===== src/verilog/rvDecodePkg.sv =====
package rvDecodePkg;

    localparam int XLEN    = 64;
    localparam int INSTR_W = 32;

    // major opcodes, instr[6:0]
    localparam logic [6:0] OPC_OP      = 7'b0110011;
    localparam logic [6:0] OPC_OP32    = 7'b0111011;
    localparam logic [6:0] OPC_JALR    = 7'b1100111;
    localparam logic [6:0] OPC_LOAD    = 7'b0000011;
    localparam logic [6:0] OPC_OPIMM   = 7'b0010011;
    localparam logic [6:0] OPC_OPIMM32 = 7'b0011011;
    localparam logic [6:0] OPC_STORE   = 7'b0100011;
    localparam logic [6:0] OPC_BRANCH  = 7'b1100011;
    localparam logic [6:0] OPC_LUI     = 7'b0110111;
    localparam logic [6:0] OPC_AUIPC   = 7'b0010111;
    localparam logic [6:0] OPC_JAL     = 7'b1101111;

    // funct7 groups
    localparam logic [6:0] F7_BASE   = 7'b0000000;
    localparam logic [6:0] F7_ALT    = 7'b0100000;
    localparam logic [6:0] F7_MULDIV = 7'b0000001;

    // illegal sits at zero so a cleared record reads as no operation
    typedef enum logic [6:0] {
        OP_ILLEGAL,
        // register-register
        OP_ADD, OP_SUB, OP_SLL, OP_SLT, OP_SLTU,
        OP_XOR, OP_SRL, OP_SRA, OP_OR, OP_AND,
        // M extension
        OP_MUL, OP_MULH, OP_MULHSU, OP_MULHU,
        OP_DIV, OP_DIVU, OP_REM, OP_REMU,
        // word forms
        OP_ADDW, OP_SUBW, OP_SLLW, OP_SRLW, OP_SRAW,
        OP_MULW, OP_DIVW, OP_DIVUW, OP_REMW, OP_REMUW,
        // jumps and loads
        OP_JALR,
        OP_LB, OP_LH, OP_LW, OP_LD, OP_LBU, OP_LHU, OP_LWU,
        // register-immediate
        OP_ADDI, OP_SLTI, OP_SLTIU, OP_XORI, OP_ORI, OP_ANDI,
        OP_SLLI, OP_SRLI, OP_SRAI,
        OP_ADDIW, OP_SLLIW, OP_SRLIW, OP_SRAIW,
        // stores and branches
        OP_SB, OP_SH, OP_SW, OP_SD,
        OP_BEQ, OP_BNE, OP_BLT, OP_BGE, OP_BLTU, OP_BGEU,
        // upper immediate and jal
        OP_LUI, OP_AUIPC, OP_JAL
    } rvOp_e;

    typedef enum logic [2:0] {
        FMT_R,
        FMT_I,
        FMT_S,
        FMT_B,
        FMT_U,
        FMT_J,
        FMT_NONE
    } instrFmt_e;

    typedef struct packed {
        rvOp_e            op;
        instrFmt_e        fmt;
        logic [4:0]       rd;
        logic [4:0]       rs1;
        logic [4:0]       rs2;
        logic             usesRs1;
        logic             usesRs2;
        logic             writesRd;
        logic             illegal;
        logic [XLEN-1:0]  imm;
    } decoded_t;

endpackage


===== src/verilog/opDecoder.sv =====
`timescale 1ns/1ns

module opDecoder
    import rvDecodePkg::*;
(
    input  logic [INSTR_W-1:0] instr,
    output rvOp_e              op,
    output instrFmt_e          fmt,
    output logic               usesRs1,
    output logic               usesRs2,
    output logic               writesRd,
    output logic               illegal
);

    logic [6:0] opcode;
    logic [2:0] funct3;
    logic [6:0] funct7;
    logic [5:0] shamtHi;

    assign opcode  = instr[6:0];
    assign funct3  = instr[14:12];
    assign funct7  = instr[31:25];
    // rv64 shifts keep shamt[5] in bit 25
    assign shamtHi = instr[31:26];

    always_comb begin
        op  = OP_ILLEGAL;
        fmt = FMT_NONE;
        case (opcode)
            OPC_OP: begin
                fmt = FMT_R;
                case (funct7)
                    F7_BASE: begin
                        case (funct3)
                            3'b000: op = OP_ADD;
                            3'b001: op = OP_SLL;
                            3'b010: op = OP_SLT;
                            3'b011: op = OP_SLTU;
                            3'b100: op = OP_XOR;
                            3'b101: op = OP_SRL;
                            3'b110: op = OP_OR;
                            default: op = OP_AND;
                        endcase
                    end
                    F7_ALT: begin
                        if (funct3 == 3'b000) op = OP_SUB;
                        else if (funct3 == 3'b101) op = OP_SRA;
                    end
                    F7_MULDIV: begin
                        case (funct3)
                            3'b000: op = OP_MUL;
                            3'b001: op = OP_MULH;
                            3'b010: op = OP_MULHSU;
                            3'b011: op = OP_MULHU;
                            3'b100: op = OP_DIV;
                            3'b101: op = OP_DIVU;
                            3'b110: op = OP_REM;
                            default: op = OP_REMU;
                        endcase
                    end
                    default: op = OP_ILLEGAL;
                endcase
            end
            OPC_OP32: begin
                fmt = FMT_R;
                case (funct7)
                    F7_BASE: begin
                        if (funct3 == 3'b000) op = OP_ADDW;
                        else if (funct3 == 3'b001) op = OP_SLLW;
                        else if (funct3 == 3'b101) op = OP_SRLW;
                    end
                    F7_ALT: begin
                        if (funct3 == 3'b000) op = OP_SUBW;
                        else if (funct3 == 3'b101) op = OP_SRAW;
                    end
                    F7_MULDIV: begin
                        case (funct3)
                            3'b000: op = OP_MULW;
                            3'b100: op = OP_DIVW;
                            3'b101: op = OP_DIVUW;
                            3'b110: op = OP_REMW;
                            3'b111: op = OP_REMUW;
                            default: op = OP_ILLEGAL;
                        endcase
                    end
                    default: op = OP_ILLEGAL;
                endcase
            end
            OPC_JALR: begin
                fmt = FMT_I;
                if (funct3 == 3'b000) op = OP_JALR;
            end
            OPC_LOAD: begin
                fmt = FMT_I;
                case (funct3)
                    3'b000: op = OP_LB;
                    3'b001: op = OP_LH;
                    3'b010: op = OP_LW;
                    3'b011: op = OP_LD;
                    3'b100: op = OP_LBU;
                    3'b101: op = OP_LHU;
                    3'b110: op = OP_LWU;
                    default: op = OP_ILLEGAL;
                endcase
            end
            OPC_OPIMM: begin
                fmt = FMT_I;
                case (funct3)
                    3'b000: op = OP_ADDI;
                    3'b001: op = (shamtHi == 6'b000000) ? OP_SLLI : OP_ILLEGAL;
                    3'b010: op = OP_SLTI;
                    3'b011: op = OP_SLTIU;
                    3'b100: op = OP_XORI;
                    3'b101: begin
                        if (shamtHi == 6'b000000) op = OP_SRLI;
                        else if (shamtHi == 6'b010000) op = OP_SRAI;
                    end
                    3'b110: op = OP_ORI;
                    default: op = OP_ANDI;
                endcase
            end
            OPC_OPIMM32: begin
                fmt = FMT_I;
                case (funct3)
                    3'b000: op = OP_ADDIW;
                    3'b001: op = (funct7 == F7_BASE) ? OP_SLLIW : OP_ILLEGAL;
                    3'b101: begin
                        if (funct7 == F7_BASE) op = OP_SRLIW;
                        else if (funct7 == F7_ALT) op = OP_SRAIW;
                    end
                    default: op = OP_ILLEGAL;
                endcase
            end
            OPC_STORE: begin
                fmt = FMT_S;
                case (funct3)
                    3'b000: op = OP_SB;
                    3'b001: op = OP_SH;
                    3'b010: op = OP_SW;
                    3'b011: op = OP_SD;
                    default: op = OP_ILLEGAL;
                endcase
            end
            OPC_BRANCH: begin
                fmt = FMT_B;
                case (funct3)
                    3'b000: op = OP_BEQ;
                    3'b001: op = OP_BNE;
                    3'b100: op = OP_BLT;
                    3'b101: op = OP_BGE;
                    3'b110: op = OP_BLTU;
                    3'b111: op = OP_BGEU;
                    default: op = OP_ILLEGAL;
                endcase
            end
            OPC_LUI: begin
                fmt = FMT_U;
                op  = OP_LUI;
            end
            OPC_AUIPC: begin
                fmt = FMT_U;
                op  = OP_AUIPC;
            end
            OPC_JAL: begin
                fmt = FMT_J;
                op  = OP_JAL;
            end
            default: op = OP_ILLEGAL;
        endcase
        // any undefined sub-encoding drops the format too
        if (op == OP_ILLEGAL) fmt = FMT_NONE;
    end

    always_comb begin
        usesRs1  = 1'b0;
        usesRs2  = 1'b0;
        writesRd = 1'b0;
        case (fmt)
            FMT_R: begin
                usesRs1  = 1'b1;
                usesRs2  = 1'b1;
                writesRd = 1'b1;
            end
            FMT_I: begin
                usesRs1  = 1'b1;
                writesRd = 1'b1;
            end
            FMT_S, FMT_B: begin
                usesRs1 = 1'b1;
                usesRs2 = 1'b1;
            end
            FMT_U, FMT_J: writesRd = 1'b1;
            default: ;
        endcase
    end

    assign illegal = (fmt == FMT_NONE);

endmodule


===== src/verilog/immGen.sv =====
`timescale 1ns/1ns

module immGen
    import rvDecodePkg::*;
(
    input  logic [INSTR_W-1:0] instr,
    input  instrFmt_e          fmt,
    input  rvOp_e              op,
    output logic [XLEN-1:0]    imm
);

    logic sign;
    logic isShift64;
    logic isShift32;

    assign sign = instr[31];

    // shift-immediates carry shamt, not a signed field
    assign isShift64 = (op == OP_SLLI) || (op == OP_SRLI) || (op == OP_SRAI);
    assign isShift32 = (op == OP_SLLIW) || (op == OP_SRLIW) || (op == OP_SRAIW);

    always_comb begin
        case (fmt)
            FMT_I: begin
                if (isShift64) begin
                    imm = {{(XLEN-6){1'b0}}, instr[25:20]};
                end else if (isShift32) begin
                    imm = {{(XLEN-5){1'b0}}, instr[24:20]};
                end else begin
                    imm = {{(XLEN-12){sign}}, instr[31:20]};
                end
            end
            FMT_S: begin
                imm = {{(XLEN-12){sign}}, instr[31:25], instr[11:7]};
            end
            FMT_B: begin
                imm = {{(XLEN-13){sign}}, sign, instr[7], instr[30:25],
                       instr[11:8], 1'b0};
            end
            FMT_U: begin
                imm = {{(XLEN-32){sign}}, instr[31:12], 12'b0};
            end
            FMT_J: begin
                imm = {{(XLEN-21){sign}}, sign, instr[19:12], instr[20],
                       instr[30:21], 1'b0};
            end
            // register formats and illegal encodings carry no immediate
            default: imm = '0;
        endcase
    end

endmodule


===== src/verilog/decodeStage.sv =====
`timescale 1ns/1ns

module decodeStage
    import rvDecodePkg::*;
(
    input  logic               clk,
    input  logic               rst,
    input  logic               instrValid,
    input  logic [INSTR_W-1:0] instr,
    output logic               outValid,
    output decoded_t           out
);

    rvOp_e           op;
    instrFmt_e       fmt;
    logic            usesRs1;
    logic            usesRs2;
    logic            writesRd;
    logic            illegal;
    logic [XLEN-1:0] imm;
    decoded_t        decodedNext;

    opDecoder opDec (
        .instr    (instr),
        .op       (op),
        .fmt      (fmt),
        .usesRs1  (usesRs1),
        .usesRs2  (usesRs2),
        .writesRd (writesRd),
        .illegal  (illegal)
    );

    immGen immGenInst (
        .instr (instr),
        .fmt   (fmt),
        .op    (op),
        .imm   (imm)
    );

    always_comb begin
        decodedNext.op       = op;
        decodedNext.fmt      = fmt;
        // register fields pass through even for illegal encodings
        decodedNext.rd       = instr[11:7];
        decodedNext.rs1      = instr[19:15];
        decodedNext.rs2      = instr[24:20];
        decodedNext.usesRs1  = usesRs1;
        decodedNext.usesRs2  = usesRs2;
        decodedNext.writesRd = writesRd;
        decodedNext.illegal  = illegal;
        decodedNext.imm      = imm;
    end

    // single pipeline register, one instruction per cycle
    always_ff @(posedge clk) begin
        if (rst) begin
            outValid <= 1'b0;
            out      <= '0;
        end else begin
            outValid <= instrValid;
            // hold last record through gaps
            if (instrValid) begin
                out <= decodedNext;
            end
        end
    end

endmodule


===== config.mk =====
export PLATFORM = sky130hd
export DESIGN_NAME = decodeStage
export DESIGN_NICKNAME = d
export VERILOG_FILES = /design/src/verilog/rvDecodePkg.sv /design/src/verilog/opDecoder.sv /design/src/verilog/immGen.sv /design/src/verilog/decodeStage.sv
export SDC_FILE = /design/constraint.sdc
export NUM_CORES = 1
export LEC_CHECK = 0
export ABC_AREA = 1
export BUFFER_PORTS_ARGS = -buffer_cell sky130_fd_sc_hd__buf_4
export CAP_MARGIN = 20
export CORE_AREA = 4 4 90 135
export CTS_CLUSTER_DIAMETER = 120
export CTS_CLUSTER_SIZE = 20
export DETAILED_ROUTE_END_ITERATION = 6
export DIE_AREA = 0 0 94 139
export PLACE_DENSITY = 0.65
export SYNTH_ARGS = -nofsm -noshare
export SYNTH_HDL_FRONTEND = slang
export SYNTH_SLANG_ARGS = --single-unit

===== constraint.sdc =====
create_clock -name clk -period 3.3 [get_ports clk]
set_clock_uncertainty 0.1 [all_clocks]
set_input_delay 0.495 -clock clk [delete_from_list [all_inputs] [get_ports clk]]
set_output_delay 0.495 -clock clk [all_outputs]
set_load 0.05 [all_outputs]

; ---- Yosys cells after proc, flatten, opt, wreduce, memory -nomap -nowiden
; Cells that the tools add are included.
[totals]
regBits = 94
in_bits = 35
out_inout_bits = 94
[op_classes]
eq_ne = 33
mux = 33
reduce_logical = 15
[op_table]
columns = op, count
row1 = 64-bit one-hot mux with 5 select lines, 1
row2 = 64-bit 2-to-1 mux, 2
row3 = 7-bit by 6-bit == test with 1-bit output (second input constant), 11
row4 = 7-bit one-hot mux with 11 select lines, 1
row5 = 7-bit one-hot mux with 3 select lines, 3
row6 = 7-bit one-hot mux with 7 select lines, 1
row7 = 7-bit 2-to-1 mux, 6
row8 = 6-bit one-hot mux with 7 select lines, 1
row9 = 6-bit one-hot mux with 6 select lines, 1
row10 = 5-bit one-hot mux with 7 select lines, 1
row11 = 4-bit one-hot mux with 7 select lines, 1
row12 = 5-bit one-hot mux with 5 select lines, 1
row13 = 6-bit 2-to-1 mux, 4
row14 = 6-bit one-hot mux with 4 select lines, 1
row15 = 3-bit == test (second input constant), 7
row16 = 7-bit by 5-bit == test with 1-bit output (second input constant), 3
row17 = 7-bit == test (second input constant), 3
row18 = 3-bit one-hot mux with 6 select lines, 1
row19 = 5-bit 2-to-1 mux, 3
row20 = 7-bit zero test, 2
row21 = 3-bit by 2-bit == test with 1-bit output (second input constant), 4
row22 = 4-bit OR reduction, 3
row23 = 7-bit by 1-bit == test with 1-bit output (second input constant), 1
row24 = 7-bit by 2-bit == test with 1-bit output (second input constant), 1
row25 = other kinds (10), 18

; ---- Logic depth before layout (Yosys ltp)
[depth]
word_depth = 12
ltp_mapped = 22

; ---- Hierarchy
; From an unflattened synthesis, not the netlist that was laid out.
[hier_totals]
cells_unflattened = 1039
area_unflattened_um2 = 6073.3
[modules_own_cells]
columns = module, instances, cells_each, area_each_um2, seq_area_each_um2
row1 = decodeStage, 1, 593, 3882.5, 1881.8
row2 = opDecoder, 1, 259, 1174.9, 0.0
row3 = immGen, 1, 187, 1016.0, 0.0

; ---- Worst setup path before layout
; OpenSTA, ideal clock, no wires.
[synth_path]
path_kind = input port to flip-flop
start = input port instr[13]
end = register out[20] (netlist bit)
setup_ns = 0.132
arrival_time_ns = 2.323
required_ns = 3.068
setup_slack_ns = 0.745
cell_stages = 19
cell_sequence = inv_1 ha_1 nand2_4 nand2_1 inv_1 nand2_1 nand2_1 nand2_2 nor2_2 inv_2 nor2_1 nand3_2 nor2_2 nand3_4 nand4_2 buf_6 nand3b_1 o21ai_1 a21oi_1
[synth_via]
elab_chain_cells = 12
elab_cells_between_ends = 47
cone_classes = 18 x eq/ne / 23 x mux / 6 x reduce/logical
[synth_lines]
columns = item, line_no
row1 = start: declaration, decodeStage.sv:9  ; input logic [INSTR_W-1:0] instr,
row2 = 3-bit == test, --
row3 = 5-bit 2-to-1 mux, opDecoder.sv:70  ; else if (funct3 == 3'b101) op = OP_SRLW;
row4 = 7-bit 2-to-1 mux, opDecoder.sv:69  ; else if (funct3 == 3'b001) op = OP_SLLW;
row5 = 7-bit 2-to-1 mux, opDecoder.sv:68  ; if (funct3 == 3'b000) op = OP_ADDW;
row6 = 7-bit one-hot mux with 3 select lines, opDecoder.sv:66  ; case (funct7)
row7 = 7-bit one-hot mux with 11 select lines (*), opDecoder.sv:29  ; case (opcode)
row8 = 7-bit by 6-bit == test with 1-bit output, immGen.sv:20  ; assign isShift32 = (op == OP_SLLIW) || (op == OP_SRLIW) || (op == OP_SRAIW);
row9 = 1-bit logical OR (2 in series), immGen.sv:20
row10 = 64-bit 2-to-1 mux, immGen.sv:27  ; end else if (isShift32) begin
row11 = 64-bit 2-to-1 mux, immGen.sv:25  ; if (isShift64) begin
row12 = 64-bit one-hot mux with 5 select lines (*), immGen.sv:23  ; case (fmt)
row13 = end signal: assignment, decodeStage.sv:63  ; out <= decodedNext;
row14 = end: declaration, decodeStage.sv:11  ; output decoded_t out
; Mark *: on every way between the ends. The rest lies on a longest branch, timed or not.
; A chain may end at the register's enable or synchronous reset.

; ---- Worst setup path in the final report
[layout_path]
start = input port instr[13]
end = register out[19] (netlist bit)
; The elaborated chain is that of the path after synthesis.

==> results.md <==
* Synthesized cell area at around 0.0045 sq mm
* Met1 WL at 5540 microns
* GR Overflow Total at 0
* Chip height at around 140 microns
* Most frequent cell after synthesis: nand2_1
* MaxCap Viol Count at 0
* Fmax achieved at 0.332 GHz
* Hold Path Depth at 3
* Startpoint class of the critical path: input port
* Drt drc at 0
* Synth Register Bits at 61
* Number of routed nets with antenna violations at 0
* Reg clk slew, reported paths at ~0.050 ns
* Hold Crit Endpoint: out[81]
* Syn avg cell area at 6.15 sq um
* Total power at around 0.0021 W
* Core area at 0.0109 sq mm
* PortBufs at between 100 and 150
* Status: finished clean
* Cell Count, Final, Fillers Out at 975
* Static Leakage at approximately 3.0 nW
* Top Layer Used: met4
* Setup violators final at 0
* Yosys top cell by area: dfxtp_1
* Clock Path Buffers at 2
* Slew @ Worst Pin at ~0.94 ns
* Initial DRC count at ~340
* IO Pins at around 130
* Final instance area at 0.00567 sq mm
* Placement Cell Area at 0.00537 sq mm
* Gpl congestion at about 1
* Drt wl/cell at approximately 16 microns
* Synth area leaders: dfxtp_1, nand2_1, nor2_1, nand3_1, buf_4
* Pre-CTS WS at -0.0478 ns
* Post-layout minimum cycle time at 3.01 ns
* Post-synth ARST share at 0%
* EDFF count, synth at 0
* Cts bufs inserted at 9
* Req. time, crit path at 3.39 ns
* WS Path Type: in2reg
* Via count at 5025
* Final critical-path share of the clock period at between 90% and 100%
* Hold_buf cts at 0
* Layout area overhead at 25.6%
* FILL cells at around 1200
* Share of layout cells above drive strength 1 at a little over a quarter
* Num rows at 47
* Placed Instances at ~960
* CTS tree: yes
* Worst setup EP type: flop
* Unrepaired setup endpoints after global routing: false
* Synth unique cells at 35
* Final nets at ~860
* Max VDD drop at approximately 0.00019 V
* Clk_lat worst skew at between 0.3 and 0.4 ns
* Largest net degree at the start of global routing at 66
* Routed Wire Length at between 15000 and 20000 microns
* Global Route Usage Sum at around a quarter
* Most frequent cells after synthesis: nand2_1, nor2_1, dfxtp_1
* Wire length on met2 at 8350 microns
* Syn Inst Count at around 730
* Die Area at between 0.01 and 0.015 sq mm
* Clock Sink Count at 61
* WL met3 at 796 microns
* Yosys warns at 0
* Synth Net Count at between 700 and 800
* Hold Path Class: in2reg
* Reg2reg start: out[62]
* Power Density at 373 mW/mm^2
* Initial Utilization at 41.3%
* Die width at between 90 and 100 microns
* ANT cells at 0
* CTS Root Cell: clkbuf_16
* Worst rel slew slack at 37.5%
* Vias in the first global route at 4747
* FF-to-FF setup slack at 1.93 ns
* FF-to-FF path depth at 2
* DP Wirelength at approximately 12000 microns
* Drt pass-1 iters at 5
* CP arrival at 3.10 ns
* Hold Startpoint: instr[10]
* # H-tree levels at 3
* Setup WS post-layout at ~0.29 ns
* Reg-to-reg critical path endpoint: out[62]
* Sequential element share of the synthesized area at between 20% and 30%
* Setup crit start: instr[13]
* Initial antenna violation count at 0
* Most used DFF post-synth: dfxtp_1
* First-pass GRT wire length at 24100 microns
* Final Slew Violations at 0
* Hold Fails Final Rpt at 0
* Postcts setup bufs at 0
* CP max FO at 20
* Post-CTS sizing at 0
* Vias per cell at between 5 and 6
* Post-synth top area share at 27.0%
==> through the flow <==
stage	TNS (ns)	hold WS [ns]	util, %
2_1_floorplan	0	0.530	-
3_3_place_gp	-0.00274	0.355	49.1
3_5_place_dp	-0.536	0.356	49.1
4_1_cts	0	0.295	51.9
5_1_grt	0	0.303	51.9
6_report	0	0.309	51.9
==> cell usage in the layout, fill, tap and decap left out, types with 5 or more instances in the layout <==
master	instances
nor2_1	101
ha_1	5
nand3_1	50
o21ai_1	27
nor2_4	6
inv_1	57
nand3_2	9
buf_4	137
clkbuf_16	9
nand2_1	192
nand3b_1	13
a21oi_1	45
nand2_2	13
inv_2	17
o21ai_0	38
nor2_2	10
nand4_1	9
dfxtp_1	61
==> worst max path at each step <==
stage	end	slack, ns	cells after the start
2_1_floorplan	out[20]	0.75	19
3_3_place_gp	out[12]	-0.003	20
3_5_place_dp	out[19]	-0.05	20
4_1_cts	out[19]	0.29	20
5_1_grt	out[30]	0.04	20
6_report	out[19]	0.29	20
==> critical path: stages <==
cell and delay [ns]:
buf_4 0.09, inv_1 0.08, ha_1 0.26, nand2_2 0.15, nand2_1 0.15, inv_1 0.08
nand2_1 0.06, nand2_1 0.17, nand2_2 0.14, o21ai_1 0.11, nand2_1 0.07, nor2_1 0.17
nand2_2 0.13, nor2_4 0.13, nand3_4 0.19, nand4_4 0.20, nor2_4 0.05, buf_12 0.15
o21ai_1 0.15, a21oi_1 0.08
==> flip-flops by register name, summed over array words and instances, names as in the netlist <==
signal / cells
outValid: 1
out: 60
==> report_power, final <==
group	leakage (nW)	total (W)	switching, W	internal [W]
registers	0.498	0.000775	0.0000136	0.000762
logic	2.36	0.000405	0.000287	0.000118
clock network	0.146	0.000935	0.000330	0.000605
==> layout make-up <==
| class | count | area (sq um) | share of cell area (%) |
|---|---|---|---|
| multi-input cells | 537 | 2610 | 46.0 |
| flip-flops and latches | 61 | 1220 | 21.5 |
| repair buffers | 139 | 1070 | 18.8 |
| inverters | 75 | 287 | 5.05 |
| clock buffers | 11 | 243 | 4.28 |
| well taps | 147 | 184 | 3.24 |
| clock inverters | 5 | 60.1 | 1.06 |
==> cells by family after synthesis <==
kind of cell	share of synthesized area [%]
flops	27.0
other cells	0.0830
fa+ha+maj	1.39
simple gates	42.7
compound gates	13.6
buf+inv	15.2
==> metal layers <==
| layer | vias up | track usage, % |
|---|---|---|
| met4 | 0 | 15.1 |
| met3 | 51 | 2.99 |
| met5 | - | 0 |
| met1 | 2311 | 24.4 |
| met2 | 178 | 43.4 |
| li1 | 2485 | - |
Power figures use the tool's default switching activity.
